<file path="src/design/pulse_reg_pkg.sv">
//********************
// Shared types and widths for the pulse registration front end
// State codes carry the FX2 FIFO address in their upper two bits
//********************

package pulse_reg_pkg;

	localparam int BYTE_W = 8;	// Data byte on the FX2 bus
	localparam int LEN_W = 16;	// Length counter reported on FIFO8

	//********************
	// FX2 FSM states, bits [3:2] select the FIFO
	//********************
	typedef enum logic [3:0] {
		st_listen   = 4'b1011,	// FIFO6, send event bytes
		st_idle     = 4'b1001,	// FIFO6 full, wait
		st_turn_rx  = 4'b0001,	// FIFO2 bus turnaround
		st_receive  = 4'b0011,	// FIFO2 command read
		st_wait_cnt = 4'b1100,	// FIFO8, settle length
		st_len_hi   = 4'b1101,
		st_len_lo   = 4'b1110,
		st_len_end  = 4'b1111,	// FIFO8 pktend
		st_turn_tx  = 4'b1000,
		st_tx_end   = 4'b1010	// FIFO6 short packet close
	} fx2_state_e;

	// Command byte, tag bit picks the view
	typedef union packed {
		struct packed {
			logic       tag;	// 1
			logic [6:0] mask;	// Channel enables
		} mask_v;
		struct packed {
			logic       tag;	// 0
			logic [6:0] value;	// Emit every value+1 events
		} presc_v;
	} cmd_word_u;

endpackage

</file>
<file path="src/design/cmd_decoder.sv">
//********************
// Host command decode, bit 7 set loads mask, clear loads prescale
// Reset enables all channels with no prescaling
//********************
`timescale 1ns/1ps

module cmd_decoder (
	input  logic                             fifo_clk,
	input  logic                             rst,
	input  logic [pulse_reg_pkg::BYTE_W-1:0] cmd,
	input  logic                             cmd_wr,
	output logic [6:0]                       chan_mask,
	output logic [6:0]                       prescale
);
	import pulse_reg_pkg::*;

	cmd_word_u cw;	// Same byte, two views

	assign cw = cmd;

	always_ff @(posedge fifo_clk)
	begin
		if (rst)
		begin
			chan_mask <= 7'h7f;
			prescale <= 7'd0;
		end
		else if (cmd_wr)
		begin
			if (cw.mask_v.tag)
				chan_mask <= cw.mask_v.mask;
			else
				prescale <= cw.presc_v.value;
		end
	end

endmodule

</file>
<file path="config.mk">
export PLATFORM = sky130hd
export DESIGN_NAME = cmd_decoder
export DESIGN_NICKNAME = d
export VERILOG_FILES = /design/src/design/pulse_reg_pkg.sv /design/src/design/cmd_decoder.sv
export SDC_FILE = /design/constraint.sdc
export NUM_CORES = 1
export LEC_CHECK = 0
export BUFFER_PORTS_ARGS = -buffer_cell sky130_fd_sc_hd__buf_2
export CAP_MARGIN = 20
export CORE_AREA = 2 2 39 41
export CTS_CLUSTER_DIAMETER = 30
export DETAILED_ROUTE_END_ITERATION = 10
export DIE_AREA = 0 0 41 43
export PLACE_DENSITY = 0.84
export SLEW_MARGIN = 20
export SYNTH_ARGS = -nofsm -noshare
export SYNTH_HDL_FRONTEND = slang
export SYNTH_SLANG_ARGS = --single-unit
</file>
<file path="constraint.sdc">
create_clock -name fifo_clk -period 2.28 [get_ports fifo_clk]
set_input_delay 0.228 -clock fifo_clk [delete_from_list [all_inputs] [get_ports fifo_clk]]
set_output_delay 0.228 -clock fifo_clk [all_outputs]
set_load 0.02 [all_outputs]
</file>
# Word level (Yosys, flattened, before mapping)
# Index checks and enable logic that the tools add are counted.
[word_totals]
out_inout_bits = 14
elab_cells = 5
inputBits = 11
register_bits = 14
[classes]
n_bitwise = 1
n_reduce_logical = 2
[op_table]
columns = ["op", "n"]
rows = [
  ["2-bit AND reduction", 2],
  ["1-bit inverter", 1],
]

# Logic depth before layout (Yosys ltp)
[logic_depth]
word_depth = 2
mapped_depth = 3
ltp_nobuf = 2

# Worst setup path after synthesis
# No wires, ideal clock.
[synth_path]
path_kind = "input -> register"
start = "input cmd[7] (netlist name)"
end = "register chan_mask[0]"
path_slack_ns = 1.412
path_stages = 3
t_required_ns = 2.160
t_arrival_ns = 0.749
setup_time_ns = 0.120
path_buffers = 1
cell_sequence = "buf_6 -> and3_1 -> a211o_1"
[synth_between]
elab_chain_len = 1
[synth_lines]
columns = ["item", "line", "text"]
rows = [
  ["start: declaration", "cmd_decoder.sv:10", "input logic [pulse_reg_pkg::BYTE_W-1:0] cmd,"],
  ["2-bit AND reduction (no line)", "n/a", ""],
  ["end signal: assignment", "cmd_decoder.sv:31", "chan_mask <= cw.mask_v.mask;"],
  ["end: declaration", "cmd_decoder.sv:12", "output logic [6:0] chan_mask,"],
]
# Every way passes these cells.
# A chain may end at the register's enable or synchronous reset.

# Final worst setup path
[layout_path]
start = "register chan_mask[6]"
end = "output chan_mask[6]"
# No word-level cell between the ends.

==> qor.txt <==
DR pass1 iterations: 4
Startpoint Class: register
maximum buffer depth of the clock tree: 2
HP Class: in2reg
number of cells on the critical path: 1
Initial Util: 42.95%
first-pass GRT wire length: 1690 um
max-cap violations: 0
row count: 14
minimum clock period: 1.004 ns
DRC: 0
critical path data arrival time: 0.78 ns
top-count cell post-synth: dfxtp_1
top cells by count, synth: dfxtp_1, a211o_1, and3_1, nand2b_1, o21ai_1
post-synth top area cell: dfxtp_1
clk_lat worst skew: 0.27 ns
Placement Cell Area: 704.4 sq um
Pwr Total: 516.5 uW
Die ar.: 1763 sq um
DP Wirelength: 791.7 um
CP top delay family: flip-flops
total gr overflow: 0
worst slew pin tran: 0.2715 ns
Setup TNS: 0 ns
number of buffers created by CTS: 3
Hold Path Origin: cmd[1]
root buffer cell: clkbuf_4
I/O pin cnt: 25
synthesis-to-finish area growth: 24.63%
CP max FO: 2
via count: 480
wire per inst: 11.74 um
Buf+Inv Stages, Crit Path: 1
number of global-route vias before repair: 438
Post-synth EDFFs: 0
Yosys reg bits: 14
hold_buf cts: 0
RSZ-0062 raised after global routing: false
Post-Route Skew: 0 ns
Setup Crit Path Kind: reg2out
input/output buffers: 24
critical path required time: 2.05 ns
Num Clock Sinks: 14
H-tree depth: 1
Main synth FF type: dfxtp_1
post-route cell area: 740.7 sq um
# diodes: 0
top cells by area, synth: dfxtp_1, nand4bb_1, a211o_1
sequential share of the synthesized area: 47.16%
Post-Syn Instances: 55
routed wire length: 1115 um
gr usage total: 14.53%
crit path launch: chan_mask[6]$_SDFFE_PP1P_
Mean Syn Cell Area: 10.81 sq um
Final Slew Violations: 0
Post-Syn Area: 594.3 sq um
chain of cells forming the critical path: buf_2
Synth cell types: 11
PwrDens: 697.4 nW/um^2
initial antenna violation count: 0
type of destination of the critical path: primary output
top-area cell type share of the netlist area: 47.16%
CTS tree: yes
leakage power: 0.0003435 uW
Tcrit/Tclk final: 44.05%
core region area: 1384 sq um
routability congestion estimate from global placement: 0.6511
Relative slew margins: 81.90%
final hold violation count: 0
Die Width: 41 um
CTS resizes: 0
nets@finish: 91
RR Startpoint: chan_mask[0]$_SDFFE_PP1P_
share of flip-flops with an asynchronous set or reset: 0%
fraction of layout cells with a size suffix above 1: 37.97%
Critical-path top delay cell: dfxtp_1
Vert. Die Dim: 43 um
final antenna-violating net count: 0
Iter 0 DRT Violations: 14
status: complete, no violations
Reg clk slew, reported paths: 0.08 ns
fmax: 0.9957 GHz
Post-Syn Nets: 66
Worst Hold Depth: 3
setup bufs post-CTS: 0
vias per cell: 5.053
Worst path max stage delay: 0.34 ns
largest net degree at the start of global routing: 22
r2r worst-path depth: 1
VDD IR max: 311.8 uV
Synth warnings: 0
final setup fails: 0
[registers in the layout, summed over array words and instances, names as in the netlist]
signal and flops:
chan_mask 7, prescale 7
[report_power, final]
group / internal [uW] / switching (uW)
Clock: 97.0 / 74.4
Sequential: 259 / 6.25
Combinational: 34.3 / 45.9
Total: 390 / 127
[metrics by stage]
| stage | std cells | hold slack, ns | setup WS [ns] | util, % |
|---|---|---|---|---|
| global placement | 91 | 0.4492 | 1.242 | 50.90 |
| CTS | 95 | 0.2297 | 1.268 | 53.53 |
| global route | 95 | 0.2273 | 1.209 | 53.53 |
| floorplan | 55 | 0.3940 | 1.412 | - |
| finish | 95 | 0.2395 | 1.276 | 53.53 |
| detailed placement | 91 | 0.4477 | 1.206 | 50.90 |
[worst paths after layout]
check	end	slack (ns)
setup / recovery	chan_mask[6]	1.28
hold / removal	prescale[1]$_SDFFE_PP0P_	0.24
setup reg to reg	chan_mask[0]$_SDFFE_PP1P_	1.61
hold reg to reg	chan_mask[3]$_SDFFE_PP1P_	0.46
[cell type report]
cell class / count / area (sq um)
clock buffers: 4 / 36.28
well taps: 16 / 20.02
fillers: 130 / 643.1
flip-flops and latches: 14 / 280.3
repair buffers: 24 / 120.1
multi-input cells: 37 / 284.0
[logic make-up after synthesis]
logic type             Yosys count  synth area share [%]
DFF                             14                 47.16
buffers and inverters            4                 5.053
and+or+nand+nor                 23                 31.58
AOI/OAI and AO/OA               14                 16.21
[layer usage]
layer  vias up  wire [um]  GRT usage [%]
met1       208        540          16.34
met2        18        501          20.94
li1        252          -              -
met4         0         12          12.00
met3         2         61          4.712
met5         -          0              0
[cell usage in the layout, fill, tap and decap left out, drive strengths merged]
cell type	instances
clkbuf	4
or4bb	1
dfxtp	14
and3	7
o21ai	7
buf	24
nand2b	7
nand4bb	6
a211o	7
nand2	1
and2b	1
No activity file was read; power rests on OpenSTA's default activity.
