==> src/design/pulse_reg_pkg.sv <==
//********************
// Shared types and widths for the pulse registration front end
// State codes carry the FX2 FIFO address in their upper two bits
//********************

package pulse_reg_pkg;

	localparam int BYTE_W = 8;	// Data byte on the FX2 bus
	localparam int LEN_W = 16;	// Length counter reported on FIFO8

	//********************
	// FX2 FSM states, bits [3:2] select the FIFO
	//********************
	typedef enum logic [3:0] {
		st_listen   = 4'b1011,	// FIFO6, send event bytes
		st_idle     = 4'b1001,	// FIFO6 full, wait
		st_turn_rx  = 4'b0001,	// FIFO2 bus turnaround
		st_receive  = 4'b0011,	// FIFO2 command read
		st_wait_cnt = 4'b1100,	// FIFO8, settle length
		st_len_hi   = 4'b1101,
		st_len_lo   = 4'b1110,
		st_len_end  = 4'b1111,	// FIFO8 pktend
		st_turn_tx  = 4'b1000,
		st_tx_end   = 4'b1010	// FIFO6 short packet close
	} fx2_state_e;

	// Command byte, tag bit picks the view
	typedef union packed {
		struct packed {
			logic       tag;	// 1
			logic [6:0] mask;	// Channel enables
		} mask_v;
		struct packed {
			logic       tag;	// 0
			logic [6:0] value;	// Emit every value+1 events
		} presc_v;
	} cmd_word_u;

endpackage

==> src/design/byte_tally.sv <==
//********************
// Uplink byte counter, saturates at all ones
// Count is latched and restarted one cycle after a request
//********************
`timescale 1ns/1ps

module byte_tally (
	input  logic                            fifo_clk,
	input  logic                            rst,
	input  logic                            count_en,
	input  logic                            request_length,
	output logic [pulse_reg_pkg::LEN_W-1:0] length
);
	import pulse_reg_pkg::*;

	logic [LEN_W-1:0] count;	// Bytes since last request

	always_ff @(posedge fifo_clk)
	begin
		if (rst)
		begin
			count <= '0;
			length <= '0;
		end
		else if (request_length)
		begin
			length <= count;	// Held until next request
			count <= LEN_W'(count_en);	// Keep a byte from the same cycle
		end
		else if (count_en && (count != '1))
			count <= count + 1'b1;
	end

endmodule

==> config.mk <==
export PLATFORM = sky130hd
export DESIGN_NAME = byte_tally
export DESIGN_NICKNAME = d
export VERILOG_FILES = /design/src/design/pulse_reg_pkg.sv /design/src/design/byte_tally.sv
export SDC_FILE = /design/constraint.sdc
export NUM_CORES = 1
export LEC_CHECK = 0
export BUFFER_PORTS_ARGS = -buffer_cell sky130_fd_sc_hd__buf_4
export CAP_MARGIN = 0
export CORE_MARGIN = 5
export CORE_UTILIZATION = 40
export DETAILED_ROUTE_END_ITERATION = 8
export GPL_TIMING_DRIVEN = 0
export PLACE_DENSITY_LB_ADDON = 0.15
export SYNTH_ARGS = -nofsm -noshare
export SYNTH_HDL_FRONTEND = slang
export SYNTH_SLANG_ARGS = --single-unit
==> constraint.sdc <==
create_clock -name fifo_clk -period 5.59 [get_ports fifo_clk]
set_input_delay 1.118 -clock fifo_clk [delete_from_list [all_inputs] [get_ports fifo_clk]]
set_output_delay 1.118 -clock fifo_clk [all_outputs]
set_load 0.01 [all_outputs]
# [Word level (Yosys, flattened, before mapping)]
# Index checks and enable logic that the tools add are counted.
[totals] output_inout_bits=16 word_cells=10 reg_bits=32
[classes] n_mux=2 reduce_logical=3 add_sub_neg=1 eq_ne=1
[ops] cell="$add 16x1->16 const B" count=1
[ops] cell="$ne 16x16->1 const B" count=1
[ops] cell="$mux 1" count=2
[ops] cell="$reduce_bool 2->1" count=1
[ops] cell="$reduce_or 2->1" count=1
[ops] cell="$logic_and 1x1->1" count=1

# [Logic depth before layout (Yosys ltp)]
[logic_depth] ltp_word=4 mapped_depth=6 mapped_depth_nobuf=5

# [Worst setup path before layout]
# OpenSTA, ideal clock, no wires.
[synth_path] kind="in2reg" start="input port count_en" end="register count[13]" path_slack_ns=2.980 t_arrival_ns=2.540 cell_stages=6 cell_sequence="buf_2 -> nand4_1 -> or4_1 -> clkbuf_2 -> or4_1 -> a21oi_1"
[synth_via] elab_chain_len=1
[synth_rtl] element="start, declared" line="byte_tally.sv:10" source="input logic count_en,"
[synth_rtl] element="$logic_and 1x1->1" line="byte_tally.sv:30" source="else if (count_en && (count != '1))"
[synth_rtl] element="end signal, assigned" line="byte_tally.sv:28" source="count <= LEN_W'(count_en);"
[synth_rtl] element="end signal, assigned" line="byte_tally.sv:31" source="count <= count + 1'b1;"
[synth_rtl] element="end, declared" line="byte_tally.sv:16" source="logic [LEN_W-1:0] count;"
# Every way passes these cells.
# A chain may end at the register's enable or synchronous reset.

# [Worst setup path in the final report]
# Same ends and word-level chain as after synthesis.

==> impl_metrics.ini <==
[global_route]
antenna_found_initial = 0
use_met3 = 0.05511
grt_pass1_vias = 1129
grt_pass1_wl_um = 5278
met2_usage = 0.2408
grt_max_degree = 11
grt-ovfl-total = 0
grt_use_met1 = 0.1859
top_usage_layer = met2
grt_use_total = 0.1493

[final_layout]
areaGrowthSynthToFinish_pct = 18.93
fin_cells = 223
utilization = 0.4923
diodes = 0
drive_gt1_frac = 0.1751
fillCellCount = 345
finalNetCount = 181

[clock_network]
post_cts_buffers = 0
hold_buffers = 0
clk_pin_slew_ns = 0.10
cts.sinks = 32
cts_root_buf = clkbuf_4
post_cts_resized = 0
clkLatencyLatePin_ns = 0.33
clockBufferDepth = 2
cts_tree = yes
h-tree-depth = 2
cts_buffers = 5

[floorplanning]
initial_utilization = 0.4139
ioPinCount = 20
row_count = 21
die_h_um = 68.77
core_um2 = 3337
dieWidth_um = 68.77
die_area_um2 = 4729

[worst_hold_path]
hold_path_depth = 2
hp-start = count[15]
hold_path_class = reg -> reg
min_to = count[15]

[sta]
max-slew-margin-rel = 0.4952
rsz0062_at_grt = false
fin_crit_ns = 2.462
fin_hold_ws_ns = 0.5024
final.setup.tns_ns = 0
setup_viol = 0
setup_slack_ns = 3.128
finalClockSkew_ns = 0.005405
slew_violations = 0
tightestPinTransition_ns = 0.7468
clock.fmax_ghz = 0.4061
hold_viol = 0
fin_crit_sh = 0.4405

[logic_synthesis]
ys_ff_latch = 32
synth_cell_type_count = 33
yosys.area_share.simple = 0.2283
synthMuxAreaShare = 0.1232
synth.most_common_cell = dfxtp_1
synthTopCellsByArea = dfxtp_1, mux2i_1, nor2_1, a21oi_1, nand4_1
yosysTopAreaCellShare = 0.4638
syn_area_um2 = 1381
async_flop_share = 0
synthesis.nets = 157
synth.largest_area_cell = dfxtp_1
yosys_warnings = 0
synth_fa_ha_area_frac = 0.009058
synth_cells = 152
synth_xor_xnor_area_share = 0.006341
synth_compound_area_frac = 0.1268
synth_edf_count = 0
synth_common_cells = dfxtp_1, nor2_1, mux2i_1, a21oi_1, clkbuf_1
synth_top_family_by_area = simple AND/OR/NAND/NOR gates
avgSynthCellArea_um2 = 9.088
synth-seq-area-share = 0.4638
synthFlopType = dfxtp_1

[critical_path]
r2r_start = count[2]
path_class = in -> reg
crit_path_end_kind = register
required_ns = 5.85
r2r_cells = 6
cp-start-kind = primary input
cp_max_fo = 10
r2r_end = count[13]
r2r_slack_ns = 3.43
critPathArrivalTime_ns = 2.72

[placement]
port_buffers = 17
dp_hpwl_um = 2208
place.gp.congestion = 0.8674
placedCellCount = 215
pre_cts_slack_ns = 2.782

[drt]
viasPerCell = 5.296
drt_iter0_drc = 63
drc = 0
first_pass_iters = 4
vias = 1181
wirelength_um = 2924
antenna_left = 0
wire_per_inst_um = 13.11

[power]
p_leak_nw = 0.6295
peakVddDrop_uv = 141.2
powerDensity_nw_per_um2 = 254.7

[job]
cap_violations = 0

[outcome]
status = finished, final reports clean
metrics by stage:
stage               total power, W  area, µm²
floorplan                0.0002484       1381
global placement         0.0002532       1567
detailed placement       0.0002538       1567
CTS                      0.0004253       1643
global route             0.0004390       1643
finish                   0.0004184       1643
sequential cells by signal, summed over array words and instances, names as in the netlist:
register / cells
length: 16
count: 16
power by group:
group	internal [W]	switching, W
logic	0.00000672	0.0000109
clock network	0.0000937	0.0000765
registers	0.000229	0.00000141
metal layers:
layer / up-vias / wire length (µm)
met5: - / 0
met4: 0 / 38
met3: 5 / 95
met2: 12 / 1441
met1: 563 / 1349
li1: 601 / -
critical path, cell delays in order:
cell      delay, ns
buf_2          0.18
nand4_1        0.19
or4_1          0.44
clkbuf_2       0.16
or4_1          0.48
a21oi_1        0.15
kinds of logic (layout without fill, tap and decap cells):
logic type | Yosys count | after routing
AO/OA/AOI/OAI | 28 | 28
flip-flops | 32 | 32
multiplexers | 17 | 17
AND/OR/NAND/NOR | 58 | 58
XOR/XNOR | 1 | 1
buffers and inverters | 15 | 40
adder cells (fa/ha/maj) | 1 | 1
area by class of cell:
cell class	instances	area, µm²	share of cell area
timing repair buffer	17	127.6	0.07768
clock buffer	6	41.29	0.02513
multi-input combinational	105	681.9	0.4151
tap	46	57.56	0.03503
inverter	4	15.01	0.009139
sequential	32	640.6	0.3899
buffer	11	43.79	0.02666
clock inverter	2	35.03	0.02133
cells in the final DEF, fill, tap and decap left out, drive strengths merged, types with 6 or more instances in the layout:
master  instances
dfxtp          32
mux2i          17
clkbuf         16
nand4           7
nor2           22
a21oi          10
buf            18
or3             6
nand3           7
o21ai           6
worst max path at each step:
stage / end / depth (start not counted) / startpoint
6_report: count[13] / 6 / count_en
5_1_grt: count[15] / 6 / count_en
4_1_cts: count[15] / 6 / count_en
3_5_place_dp: count[13] / 6 / count_en
3_3_place_gp: count[15] / 6 / count_en
2_1_floorplan: count[13] / 6 / count_en
Note: power is estimated with default switching activity, not from simulation.
