==> config.mk <==
export PLATFORM = sky130hd
export DESIGN_NAME = word_queue
export DESIGN_NICKNAME = d
export VERILOG_FILES = /design/src/design/pulse_reg_pkg.sv /design/src/design/word_queue.sv
export SDC_FILE = /design/constraint.sdc
export NUM_CORES = 1
export LEC_CHECK = 0
export ABC_CLOCK_PERIOD_IN_PS = 1900
export BUFFER_PORTS_ARGS = -buffer_cell sky130_fd_sc_hd__clkbuf_2
export CAP_MARGIN = 20
export CORE_MARGIN = 5
export CORE_UTILIZATION = 55
export DETAILED_ROUTE_END_ITERATION = 12
export PLACE_DENSITY = 0.85
export SYNTH_ARGS = -nofsm -noshare
export SYNTH_HDL_FRONTEND = slang
export SYNTH_SLANG_ARGS = --single-unit
==> constraint.sdc <==
create_clock -name fifo_clk -period 1.9 [get_ports fifo_clk]
set_input_delay 0.095 -clock fifo_clk [delete_from_list [all_inputs] [get_ports fifo_clk]]
set_output_delay 0.095 -clock fifo_clk [all_outputs]
set_load 0.005 [all_outputs]
==> src/design/pulse_reg_pkg.sv <==
//********************
// Shared types and widths for the pulse registration front end
// State codes carry the FX2 FIFO address in their upper two bits
//********************

package pulse_reg_pkg;

	localparam int BYTE_W = 8;	// Data byte on the FX2 bus
	localparam int LEN_W = 16;	// Length counter reported on FIFO8

	//********************
	// FX2 FSM states, bits [3:2] select the FIFO
	//********************
	typedef enum logic [3:0] {
		st_listen   = 4'b1011,	// FIFO6, send event bytes
		st_idle     = 4'b1001,	// FIFO6 full, wait
		st_turn_rx  = 4'b0001,	// FIFO2 bus turnaround
		st_receive  = 4'b0011,	// FIFO2 command read
		st_wait_cnt = 4'b1100,	// FIFO8, settle length
		st_len_hi   = 4'b1101,
		st_len_lo   = 4'b1110,
		st_len_end  = 4'b1111,	// FIFO8 pktend
		st_turn_tx  = 4'b1000,
		st_tx_end   = 4'b1010	// FIFO6 short packet close
	} fx2_state_e;

	// Command byte, tag bit picks the view
	typedef union packed {
		struct packed {
			logic       tag;	// 1
			logic [6:0] mask;	// Channel enables
		} mask_v;
		struct packed {
			logic       tag;	// 0
			logic [6:0] value;	// Emit every value+1 events
		} presc_v;
	} cmd_word_u;

endpackage

==> src/design/word_queue.sv <==
//********************
// Byte FIFO, first word fall through
// QUEUE_DEPTH must be a power of two, writes while full are lost
//********************
`timescale 1ns/1ps

module word_queue #(
	parameter int QUEUE_DEPTH = 16
) (
	input  logic                             fifo_clk,
	input  logic                             rst,
	input  logic [pulse_reg_pkg::BYTE_W-1:0] wr_byte,
	input  logic                             wr,
	output logic [pulse_reg_pkg::BYTE_W-1:0] word,
	output logic                             word_avail,
	input  logic                             pop
);
	import pulse_reg_pkg::*;

	localparam int ADDR_W = $clog2(QUEUE_DEPTH);

	logic [BYTE_W-1:0] mem [QUEUE_DEPTH];
	logic [ADDR_W:0] wr_ptr;	// Extra bit tells full from empty
	logic [ADDR_W:0] rd_ptr;
	logic full;
	logic empty;
	logic do_wr;
	logic do_rd;

	assign empty = (wr_ptr == rd_ptr);
	assign full = (wr_ptr[ADDR_W] != rd_ptr[ADDR_W])
		&& (wr_ptr[ADDR_W-1:0] == rd_ptr[ADDR_W-1:0]);

	assign do_wr = wr && !full;	// Drop on overflow
	assign do_rd = pop && !empty;

	// Storage
	always_ff @(posedge fifo_clk)
	begin
		if (do_wr)
			mem[wr_ptr[ADDR_W-1:0]] <= wr_byte;
	end

	//********************
	// Pointers
	//********************
	always_ff @(posedge fifo_clk)
	begin
		if (rst)
		begin
			wr_ptr <= '0;
			rd_ptr <= '0;
		end
		else
		begin
			if (do_wr)
				wr_ptr <= wr_ptr + 1'b1;
			if (do_rd)
				rd_ptr <= rd_ptr + 1'b1;
		end
	end

	assign word = mem[rd_ptr[ADDR_W-1:0]];	// Head byte, valid with word_avail
	assign word_avail = !empty;

endmodule

Word-level counts from Yosys, hierarchy flattened
Memories as Yosys holds them, arrays and structs flattened. A register that Yosys moved wholly into a read port is not among the register bits.
Cells that the tools add are included.
{"block": "word_totals", "reg_bits": 10, "n_memories": 1, "out_inout_bits": 9, "word_cells": 17, "ramBits": 128, "in_bits": 12}
{"name": "mem", "depth": 16, "width": 8, "rd": 1, "rd_ports_with_merged_regs": 1, "write_ports": 1, "line": "word_queue.sv:22", "text": "logic [BYTE_W-1:0] mem [QUEUE_DEPTH];"}
{"block": "classes", "n_reduce_logical": 5, "addsub": 2, "n_eq_ne": 3, "n_mux": 4}
{"operator": "$add A5 B1 Y5 const B", "n": 2}
{"operator": "$mux W4", "n": 2}
{"operator": "$eq A5 B5 Y1", "n": 1}
{"operator": "$eq A4 B4 Y1", "n": 1}
{"operator": "$logic_and A1 B1 Y1", "n": 3}
{"operator": "$logic_not A1 Y1", "n": 2}
{"operator": "$mux W1", "n": 2}
{"operator": "$ne A1 B1 Y1", "n": 1}

Logic depth before layout (Yosys ltp)
{"block": "depth", "ltp_word": 6, "mapped_depth": 7, "ltp_nobuf": 4}

Worst setup path after synthesis
Ideal clock, no wire load.
{"block": "synth_timing", "path_kind": "register to register", "startpoint": "register wr_ptr[2]", "endpoint": "register wr_ptr[4]", "arrival_time_ns": 1.816, "path_buffers": 2, "stages_incl_launch_ff": 7, "setup_time_ns": 0.121, "period_less_slack_ns": 1.937, "t_required_ns": 1.779, "setup_slack_ns": -0.037, "path_cell_list": "dfxtp_1 > buf_2 > xnor2_1 > and4_1 > buf_2 > a21oi_1 > mux2_2"}
{"block": "synth_via", "elab_chain_len": 4, "word_cells_on_any_way": 5, "classes_between": "add/sub (1); eq/ne (1); reduce/logical (3)"}
{"item": "from (decl)", "line": "word_queue.sv:23", "text": "logic [ADDR_W:0] wr_ptr;"}
{"item": "from (signal assigned)", "line": "word_queue.sv:57", "text": "wr_ptr <= wr_ptr + 1'b1;"}
{"item": "parallel branches: the longest is 4 deep, another holds $add A5 B1 Y5"}
Parallel ways; which one is timed is not known.
A chain may end at the register's enable or synchronous reset.

==> impl_metrics.py <==
metrics = {
    "worst_hold_path": {
        "hp-start": "wr_byte[7]",
        "hold_depth": 1,
        "hold_end": "mem[15][7]",
        "hp-class": "in -> reg",
    },
    "logic_synthesis": {
        "synth_cell_type_count": 34,
        "synth_edf_count": 128,
        "ys_ff_latch": 142,
        "synth_fa_ha_area_share_pct": 1.078,
        "netlist_top_cells_count": "128 x edfxtp_1, 26 x mux4_2, 14 x dfxtp_1, 14 x mux4_1, 11 x and3_1",
        "synth_compound_area_share_pct": 2.694,
        "muxShareOfSynthArea_pct": 17.74,
        "synth_nets": 300,
        "synth_flop_cell": "edfxtp_1",
        "synth_top_family_by_area": "multiplexers",
        "synth_area_leader_cell": "edfxtp_1",
        "syn_area_um2": 5806,
        "syn_avg_cell_area_um2": 20.51,
        "synthCells": 283,
        "ys_seq_area_share_pct": 71.03,
        "yosys.area_share.simple_pct": 4.073,
        "synth_top_cell_area_share_pct": 66.21,
        "ys_top_cells_by_area": "edfxtp_1 66%, mux4_2 10%, mux4_1 6.3%, dfxtp_1 4.8%, and3_1 1.2%",
        "synthArstFlopShare_pct": 0,
        "yosysMostFrequentCell": "edfxtp_1",
        "synth_xor_xnor_area_share_pct": 0.9052,
        "yosysWarnings": 0,
    },
    "layout": {
        "syn2layout_area_growth_pct": 19.74,
        "fillerInstances": 644,
        "final_nets": 357,
        "fin_cells": 489,
        "drive_gt1_share_pct": 37.96,
        "fin_util_pct": 67.34,
        "antenna_cells": 0,
    },
    "placed_design": {
        "dpl.hpwl_um": 7421,
        "place.gp.congestion": 0.7950,
        "dpl.cell_count": 447,
        "io_buffers": 20,
    },
    "sta": {
        "skew_ns": 0.01093,
        "fin_crit_ns": 2.398,
        "worst-slew-pin-transition_ns": 0.6002,
        "drv_slew": 0,
        "rsz0062_at_grt": "true",
        "timing.final.ws_setup_ns": -0.4983,
        "timing.slew.headroom_pct": 59.48,
        "max_freq_mhz": 417.0,
        "finalHoldViolCount": 0,
        "finalSetupTns_ns": -3.690,
        "setup_violations": 8,
        "post-route-period-util_pct": 126.2,
    },
    "floorplan": {
        "core_um2": 10320,
        "num_rows": 37,
        "dieHeight_um": 112.7,
        "num_io_pins": 21,
        "dieWidth_um": 112.7,
        "start_util_pct": 56.24,
        "die-area_um2": 12710,
    },
    "outcome": {
        "outcome": "finished with violations",
        "violations": "setup timing",
    },
    "clock_network": {
        "cts.clk_slew.worst_paths_ns": 0.06,
        "cts_tree": "built",
        "clk_latency_ns": 0.51,
        "cts_buffer_depth": 2,
        "clock_sinks": 142,
        "cts_buffers": 17,
        "cts_root_buffer": "clkbuf_8",
        "htreeDepth": 4,
    },
    "grt": {
        "first_global_vias": 3259,
        "track_usage_pct": 21.45,
        "grt_pass1_wl_um": 19460,
        "antenna_found_initial": 0,
        "grt_max_degree": 33,
        "grt_overflow": 0,
    },
    "worst_setup_path": {
        "cp-start-kind": "flop",
        "cp.arrival_ns": 2.30,
        "crit_fanout": 9,
        "r2r_slack_ns": 0.06,
        "reg2reg_to": "mem[6][2]",
        "worstPathRequired_ns": 1.80,
        "cp-end-kind": "output port",
        "worst-r2r-cell-count": 5,
        "crit_type": "reg -> out",
        "r2r_start": "rd_ptr[2]",
    },
    "power": {
        "irDropWorstVdd_mv": 0.6011,
        "leakagePower_uw": 0.002321,
        "cellPowerDensity_nw_per_um2": 1115,
    },
    "route": {
        "first_pass_iters": 5,
        "route.detailed.drc": 0,
        "viasPerCell": 6.104,
        "wl_per_cell_um": 26.19,
        "drtAntennaViolNets": 0,
        "wl_um": 12810,
        "vias": 2985,
        "drt_iter0_drc": 397,
    },
    "job": {
        "cap_violations": 0,
    },
}
-- worst max-delay path, stage by stage, from the launching register on --
cell and delay [ns]:
dfxtp_4 0.42, buf_12 0.16, mux4_1 0.57, mux4_2 0.51
clkbuf_2 0.13
-- routing by layer --
metal,up-vias,wire [µm],track usage [%]
met3,10,769,4.920
li1,1313,-,-
met1,1538,4632,25.31
met2,124,7264,39.26
met5,-,0,0
met4,0,138,6.170
-- final cells by class --
cell class / instances / area [µm²] / area share (%)
flip-flops and latches: 142 / 4134 / 59.47
well taps: 136 / 170.2 / 2.448
repair buffers: 52 / 467.9 / 6.731
clock buffers: 18 / 417.9 / 6.012
clock inverters: 14 / 158.9 / 2.286
multi-input cells: 118 / 1569 / 22.57
inverters: 9 / 33.78 / 0.4860
-- power by group --
group / internal (µW) / total, µW / switching (µW)
Sequential: 3460 / 3510 / 49.9
Clock: 1890 / 3220 / 1320
Combinational: 564 / 1020 / 457
Total: 5920 / 7750 / 1830
-- worst max path at each step --
stage,from,to,slack (ns)
final,flop,word[6],-0.50
after global routing,flop,word[6],-0.55
after CTS,flop,word[3],-0.52
after detailed placement,rd_ptr[3],mem[6][1],-0.009
after global placement,flop,word[6],0.07
after floorplan,wr_ptr[2],mem[1][0],0.06
-- what timing repair did --
| action | CTS | global route |
|---|---|---|
| pin swaps | 0 | 4 |
| setup endpoints to repair | 59 | 49 |
| hold buffers | 8 | 0 |
| setup buffers | 0 | 1 |
| gates cloned | 1 | 0 |
| hold endpoints to repair | 99 | 0 |
| resized for setup | 11 | 9 |
-- per-stage QoR --
stage | worst slack (ns) | hold slack (ns) | instance area [µm²] | power, µW
finish | -0.4983 | 0.04964 | 6952 | 7750
global route | -0.5520 | 0.04136 | 6952 | 8028
CTS | -0.5171 | 0.03528 | 6908 | 7766
detailed placement | -0.009132 | 0.4582 | 6235 | 4497
global placement | 0.06852 | 0.4410 | 6235 | 4457
floorplan | 0.05833 | 0.1939 | 5821 | 4206
-- logic make-up (layout without fill, tap and decap cells) --
logic type,count (synthesis),in the layout
compound gates,20,20
xor+xnor,6,6
fa+ha+maj,5,5
buf+inv,23,93
flops,142,142
mux,47,47
simple gates,40,40
-- state kept, by name (all words and copies together) (netlist names), named ones only --
| signal | flops |
|---|---|
| mem | 128 |
| wr_ptr | 5 |
| rd_ptr | 5 |
-- cell usage in the layout, fill, tap and decap left out, types with 3 or more instances in the layout --
master	instances
clkbuf_16	16
nor2_1	7
clkbuf_2	19
clkinvlp_4	3
ha_1	5
edfxtp_1	128
nand3_1	3
nor2b_1	3
inv_6	4
o21ai_0	4
dfxtp_1	8
xnor2_2	4
dfxtp_2	5
and3_2	9
inv_1	9
clkinv_4	3
o311ai_0	6
mux2_2	5
and4_1	6
buf_12	7
mux4_1	9
nand2_1	3
dlygate4sd3_1	8
mux4_2	31
buf_4	16
(Power assumes the default switching activity.)
