## src/design/pulse_reg_pkg.sv

```systemverilog
//********************
// Shared types and widths for the pulse registration front end
// State codes carry the FX2 FIFO address in their upper two bits
//********************

package pulse_reg_pkg;

	localparam int BYTE_W = 8;	// Data byte on the FX2 bus
	localparam int LEN_W = 16;	// Length counter reported on FIFO8

	//********************
	// FX2 FSM states, bits [3:2] select the FIFO
	//********************
	typedef enum logic [3:0] {
		st_listen   = 4'b1011,	// FIFO6, send event bytes
		st_idle     = 4'b1001,	// FIFO6 full, wait
		st_turn_rx  = 4'b0001,	// FIFO2 bus turnaround
		st_receive  = 4'b0011,	// FIFO2 command read
		st_wait_cnt = 4'b1100,	// FIFO8, settle length
		st_len_hi   = 4'b1101,
		st_len_lo   = 4'b1110,
		st_len_end  = 4'b1111,	// FIFO8 pktend
		st_turn_tx  = 4'b1000,
		st_tx_end   = 4'b1010	// FIFO6 short packet close
	} fx2_state_e;

	// Command byte, tag bit picks the view
	typedef union packed {
		struct packed {
			logic       tag;	// 1
			logic [6:0] mask;	// Channel enables
		} mask_v;
		struct packed {
			logic       tag;	// 0
			logic [6:0] value;	// Emit every value+1 events
		} presc_v;
	} cmd_word_u;

endpackage

```

## src/design/pulse_tagger.sv

```systemverilog
//********************
// Rising edge tagger, one event byte per accepted edge
// Lowest channel wins on coincident edges, the others are lost
// CHANNELS at most 7, id field is 3 bits
//********************
`timescale 1ns/1ps

module pulse_tagger #(
	parameter int CHANNELS = 4
) (
	input  logic                             fifo_clk,
	input  logic                             rst,
	input  logic [CHANNELS-1:0]              pulse_in,
	input  logic [6:0]                       chan_mask,
	input  logic [6:0]                       prescale,
	output logic [pulse_reg_pkg::BYTE_W-1:0] ev_byte,
	output logic                             ev_strobe
);
	logic [CHANNELS-1:0] pulse_q;	// Sample stage
	logic [CHANNELS-1:0] pulse_qq;	// Previous sample
	logic [CHANNELS-1:0] rise;
	logic [2:0] chan_id;
	logic hit;	// Any enabled edge this cycle
	logic [6:0] presc_cnt;
	logic [4:0] seq;

	//********************
	// Edge detect
	//********************
	always_ff @(posedge fifo_clk)
	begin
		if (rst)
		begin
			pulse_q <= '0;
			pulse_qq <= '0;
		end
		else
		begin
			pulse_q <= pulse_in;
			pulse_qq <= pulse_q;
		end
	end

	assign rise = pulse_q & ~pulse_qq & chan_mask[CHANNELS-1:0];	// Masked channels ignored

	// Priority pick, lowest index last so it wins
	always_comb
	begin
		hit = 1'b0;
		chan_id = 3'd0;
		for (int i = CHANNELS - 1; i >= 0; i--)
		begin
			if (rise[i])
			begin
				hit = 1'b1;
				chan_id = 3'(i);
			end
		end
	end

	//********************
	// Prescale and byte forming
	//********************
	always_ff @(posedge fifo_clk)
	begin
		if (rst)
		begin
			presc_cnt <= '0;
			seq <= '0;
			ev_strobe <= 1'b0;
		end
		else
		begin
			ev_strobe <= 1'b0;
			if (hit)
			begin
				if (presc_cnt >= prescale)	// Also catches a lowered prescale
				begin
					presc_cnt <= '0;
					seq <= seq + 1'b1;	// Wraps at 32
					ev_strobe <= 1'b1;
				end
				else
					presc_cnt <= presc_cnt + 1'b1;
			end
		end
	end

	always_ff @(posedge fifo_clk)
	begin
		if (hit)
			ev_byte <= {chan_id, seq};	// Id in [7:5], sequence in [4:0]
	end

endmodule

```

## config.mk

```make
export PLATFORM = sky130hd
export DESIGN_NAME = pulse_tagger
export DESIGN_NICKNAME = d
export VERILOG_FILES = /design/src/design/pulse_reg_pkg.sv /design/src/design/pulse_tagger.sv
export SDC_FILE = /design/constraint.sdc
export NUM_CORES = 1
export LEC_CHECK = 0
export ABC_AREA = 1
export BUFFER_PORTS_ARGS = -buffer_cell sky130_fd_sc_hd__buf_2
export CELL_PAD_IN_SITES_DETAIL_PLACEMENT = 1
export CELL_PAD_IN_SITES_GLOBAL_PLACEMENT = 1
export CORE_ASPECT_RATIO = 1.2
export CORE_UTILIZATION = 35
export CTS_CLUSTER_SIZE = 10
export DETAILED_ROUTE_END_ITERATION = 8
export PLACE_DENSITY = 0.71
export SLEW_MARGIN = 30
export SYNTH_ARGS = -nofsm -noshare
export SYNTH_HDL_FRONTEND = slang
export SYNTH_SLANG_ARGS = --single-unit
```

## constraint.sdc

```tcl
create_clock -name fifo_clk -period 1.3 [get_ports fifo_clk]
set_input_delay 0 -clock fifo_clk [delete_from_list [all_inputs] [get_ports fifo_clk]]
set_output_delay 0 -clock fifo_clk [all_outputs]
set_load 0.01 [all_outputs]
```

Word level (Yosys, flattened, before mapping)
Index checks and enable logic that the tools add are counted.

word-level totals
  register bits = 29
  bits in latches = 0
  memory bits (writable) = 0
  memory bits (read-only) = 0
  input bits = 20
  output and inout bits = 9
  logic and storage cells = 29
  memories kept = 0

cells by class
  $add $sub $neg = 2
  multiply operators = 0
  div/mod/pow operators = 0
  order comparisons = 1
  equal/unequal tests = 0
  shift-type cells = 0
  multiplexer cells = 9
  bitwise logic cells = 4
  reduce and logical (&&, ||, !) cells = 4

operator list
  cell                                                           number
  4-bit bitwise AND                                              2
  7-bit by 1-bit adder with 7-bit output, second input constant  1
  7-bit >= comparator                                            1
  7-bit 2-to-1 mux                                               1
  1-bit 2-to-1 mux                                               6
  5-bit by 1-bit adder with 5-bit output, second input constant  1
  2-bit 2-to-1 mux                                               2
  4-bit inverter                                                 1
  2-bit OR reduction                                             2
  3-bit OR reduction                                             1
  2-bit AND reduction                                            1
  1-bit inverter                                                 1

Logic depth before layout (Yosys ltp)
  depth in word-level cells = 9
  gate-level depth with buffers = 12
  gate-level depth less buffers = 12

Worst setup path after synthesis
No wires, ideal clock.

  kind = register to register
  from = register presc_cnt[0]
  to = register presc_cnt[0]
  library setup time = 0.070 ns
  arrival = 1.317 ns
  required time = 1.230 ns
  setup slack = -0.087 ns
  cell stages (with the launch flop) = 12
  buffers on the path = 0
  period minus slack after synthesis = 1.387 ns
  cell sequence = dfxtp_1 inv_1 ha_1 inv_1 nand2_1 nand2_1 nand2_1 nand2_1 nand2_4 nand2_4 nand2_2 a21oi_1

on the way
  longest elaborated chain between the ends = 2
  elaborated cells between the ends (all ways) = 3
  classes of those cells = add/sub (1); order compare (1); mux (1)

RTL lines
  item                                                                                  line                                    RTL
  start, declared                                                                       pulse_tagger.sv:24                      logic [6:0] presc_cnt;
  start signal, assigned                                                                pulse_tagger.sv:84                      presc_cnt <= presc_cnt + 1'b1;
  7-bit by 1-bit adder with 7-bit output / 7-bit >= comparator (equally long branches)  pulse_tagger.sv:84, pulse_tagger.sv:77
  7-bit 2-to-1 mux *                                                                    pulse_tagger.sv:77                      if (presc_cnt >= prescale)

Mark *: on every way between the ends. The rest lies on a longest branch, timed or not.
A chain may end at the register's enable or synchronous reset.

Final worst setup path
  from = register presc_cnt[6]
  to = register presc_cnt[0]

on the way
  longest elaborated chain between the ends = 2

RTL lines
  item                 line
  7-bit >= comparator  pulse_tagger.sv:77
  7-bit 2-to-1 mux     pulse_tagger.sv:77

Every way passes these cells.

==> out/results.tsv <==
stage	metric	value	unit
worst_setup_path	Crit. End Element	register	
logic_synthesis	Post-synth top flop	dfxtp_1	
power_and_ir_drop	Leak	0.9309	nW
timing	clock skew	9.851	ps
min_path	Hold Crit Class	in -> reg	
power_and_ir_drop	Clk network pwr share	35.0	%
clock_tree	root buf cell	clkbuf_8	
global_route	via count of the first global-routing pass	1226	
die	Initial Util	37.70	%
clock_tree	Clk Latency, worst-skew pair	290	ps
power_and_ir_drop	internal power	1.525	mW
die	Die H	71.38	um
power_and_ir_drop	Sw Pwr	0.5050	mW
timing	final worst path period share	108.6	%
routing	via count	1240	
timing	max-slew violation count	0	
worst_setup_path	Crit path max-delay family	simple AND/OR/NAND/NOR gates	
layout	Antenna Cells	0	
power_and_ir_drop	switching part of the total	24.87	%
worst_setup_path	highest net fanout along the worst path	6	
worst_setup_path	Worst Setup Start Kind	register	
logic_synthesis	Post-synth top cells	nand2_1 (39), inv_1 (30), dfxtp_1 (21)	
routing	routed len/inst	13.21	um
timing	Final Setup Violations	12	
logic_synthesis	Mapped Cells	170	
die	Placeable Area	0.003724	sq mm
routing	Vias/cell	4.542	
place	Area after DPL	0.001692	sq mm
logic_synthesis	flops & latches, synth	28	
die	boundary pin count	29	
worst_setup_path	CP dominant cell by count	nand2_8	
global_route	Tot GR Track Use	17.11	%
place	GP Congestion	0.7989	
layout	final std cells w/o fill	273	
routing	Post-DRT Antenna Nets	0	
routing	First-pass DRT Iterations	4	
worst_setup_path	r2r setup slk	-110	ps
routing	Post-Route WL	3.606	mm
power_and_ir_drop	Comb pwr share	18.0	%
logic_synthesis	area leader, netlist	dfxtp_1	
logic_synthesis	number of synthesized flops with an enable pin	7	
outcome	outcome	finished, violations left	
power_and_ir_drop	PwrDens	967.5	mW/mm^2
layout	design area	0.002098	sq mm
die	die area	0.004269	sq mm
worst_setup_path	max incr delay on CP	350	ps
timing	Hold Vio Cnt, Final	0	
clock_tree	Clock Sinks	28	
routing	drt drc	0	
die	row count	24	
worst_setup_path	reg2reg path depth	8	
worst_setup_path	Worst path depth	8	
logic_synthesis	top-area cell type share of the netlist area	29.95	%
clock_tree	H-Tree Depth	1	
logic_synthesis	count of cell types in the netlist	22	
worst_setup_path	CP Buf/Inv Count	1	
worst_setup_path	crit-path cells	ha_4 -> nand2_4 -> inv_2 -> a21oi_4 -> nand2_8 -> nand2_8 -> nand2_8 -> a21oi_2	
logic_synthesis	register area share after synthesis	44.92	%
worst_setup_path	Worst EP required	1530	ps
worst_setup_path	crit path capture	presc_cnt[0]$_SDFFE_PP0N_	
layout	Area growth syn-to-layout	49.47	%
clock_tree	Num CTS Buffers	3	
clock_tree	CTS tree	built	
global_route	total global routing overflow	0	
timing	highest clock rate	708.5	MHz
logic_synthesis	Mapped Area	0.001404	sq mm
logic_synthesis	top post-synthesis cells by area	dfxtp_1 (30%), edfxtp_1 (15%), nand2_1 (10%)	
worst_setup_path	R2R Path End	presc_cnt[0]$_SDFFE_PP0N_	
worst_setup_path	Setup Crit Path Kind	reg -> reg	
logic_synthesis	FFs w/ async S/R, synth	0	%
global_route	antenna violations before repair	0	
power_and_ir_drop	VDD IR-drop max	0.0004117	V
die	Horiz. Die Dim	59.82	um
clock_tree	clk buf depth	2	
logic_synthesis	Ys Warns	0	
timing	fin crit period	1411	ps
place	dpl hpwl	2.484	mm
worst_setup_path	Slowest cell on crit path	dfxtp_2	
logic_synthesis	count leader, synth	nand2_1	
layout	share of layout cells above drive strength 1	48.42	%
global_route	largest net degree at the start of global routing	17	
worst_setup_path	Reg2Reg Launch Point	presc_cnt[6]$_SDFFE_PP0N_	
worst_setup_path	Critical Path Start	presc_cnt[6]$_SDFFE_PP0N_	
run	Max-cap violations	0	
routing	First DRT Iteration DRCs	21	
place	placed cells	254	
worst_setup_path	CP arrival	1640	ps
clock_tree	CTS clk-pin slew, worst paths	110	ps
timing	RSZ-0062 raised after global routing	true	
logic_synthesis	Syn Nets	199	
layout	nets	251	
timing	min setup slack post-route	-111.5	ps
place	PortBufs	24	
power_and_ir_drop	Flop pwr share	47.0	%
global_route	global-route wire length before repair	5.464	mm
outcome	failing checks	setup timing	
logic_synthesis	Syn Area/Cell	8.258	sq um
==> routing by layer <==
metal	global-route usage, %	up-vias	wire, um
met3	2.347	9	96
met2	31.60	22	1998
met4	6.977	0	91
li1	-	623	-
met5	0	-	0
met1	19.02	586	1419
==> repair_timing <==
action,in CTS,in global routing
cloned,0,1
hold buffers,4,0
buffers inserted,2,8
setup endpoints to repair,13,18
pin swaps,8,12
resized for setup,22,23
hold endpoints to repair,4,0
==> flip-flops by register name, summed over array words and instances (netlist names) <==
register,count
ev_strobe,1
seq,5
pulse_q,4
pulse_qq,4
ev_byte,7
presc_cnt,7
==> kinds of logic after synthesis <==
logic type	count (synthesis)	synth area share, %
AOI/OAI and AO/OA	13	5.704
xor gates and xnor gates	4	2.496
adders and majority gates	9	8.022
buffers and inverters	33	10.25
DFF	28	44.92
other	1	0.2671
and+or+nand+nor	82	28.34
==> how the worst min path moves through the flow <==
stage,start,to,slack [ps],cells past startpoint
floorplan,rst,seq[2]$_SDFFE_PP0P_,70,1
global placement,pulse_in[2],pulse_q[2]$_SDFF_PP0_,200,3
detailed placement,pulse_in[1],pulse_q[1]$_SDFF_PP0_,220,3
CTS,rst,seq[0]$_SDFFE_PP0P_,80,4
global route,rst,presc_cnt[6]$_SDFFE_PP0N_,120,3
finish,rst,presc_cnt[6]$_SDFFE_PP0N_,80,3
==> power groups by stage <==
stage	Combinational (mW)	Sequential, mW	Clock [mW]
after floorplan	0.143	0.984	0
after global placement	0.246	0.970	0
after detailed placement	0.260	0.971	0
after CTS	0.289	0.952	0.727
after global routing	0.398	0.958	0.753
final	0.365	0.954	0.711
==> metrics by stage <==
step | setup WS, ps | utilization [%] | setup TNS [ps] | power, mW | hold slack [ps]
finish | -111.5 | 56.35 | -1212 | 2.030 | 82.53
global route | -199.8 | 56.35 | -2409 | 2.109 | 116.8
CTS | -124.1 | 51.21 | -879.7 | 1.968 | 78.09
detailed placement | -170.1 | 45.43 | -1771 | 1.231 | 215.1
global placement | -88.49 | 45.43 | -925.5 | 1.216 | 200.9
floorplan | -0.7629 | - | -0.7629 | 1.127 | 69.07
==> worst min-delay path, stage by stage <==
cell and delay, ps:
buf_2 90, buf_4 210, a21oi_2 40
==> placed cells by master (no fill, tap or decap), drive strengths merged, types with 3 or more instances in the layout <==
cell	n
clkbuf	3
nand3	11
ha	9
a21oi	11
nand2	44
inv	30
edfxtp	7
dlygate4sd3	4
dfxtp	21
nor2	25
buf	45
==> final cells by class <==
| class | instances | area, sq um |
|---|---|---|
| multi-input combinational | 110 | 864.6 |
| timing repair buffer | 49 | 346.6 |
| tap | 52 | 65.06 |
| sequential | 28 | 638.1 |
| clock buffer | 3 | 41.29 |
| fill | 449 | 1625 |
| inverter | 30 | 112.6 |
| clock inverter | 1 | 30.03 |
No activity file was read; power rests on OpenSTA's default activity.
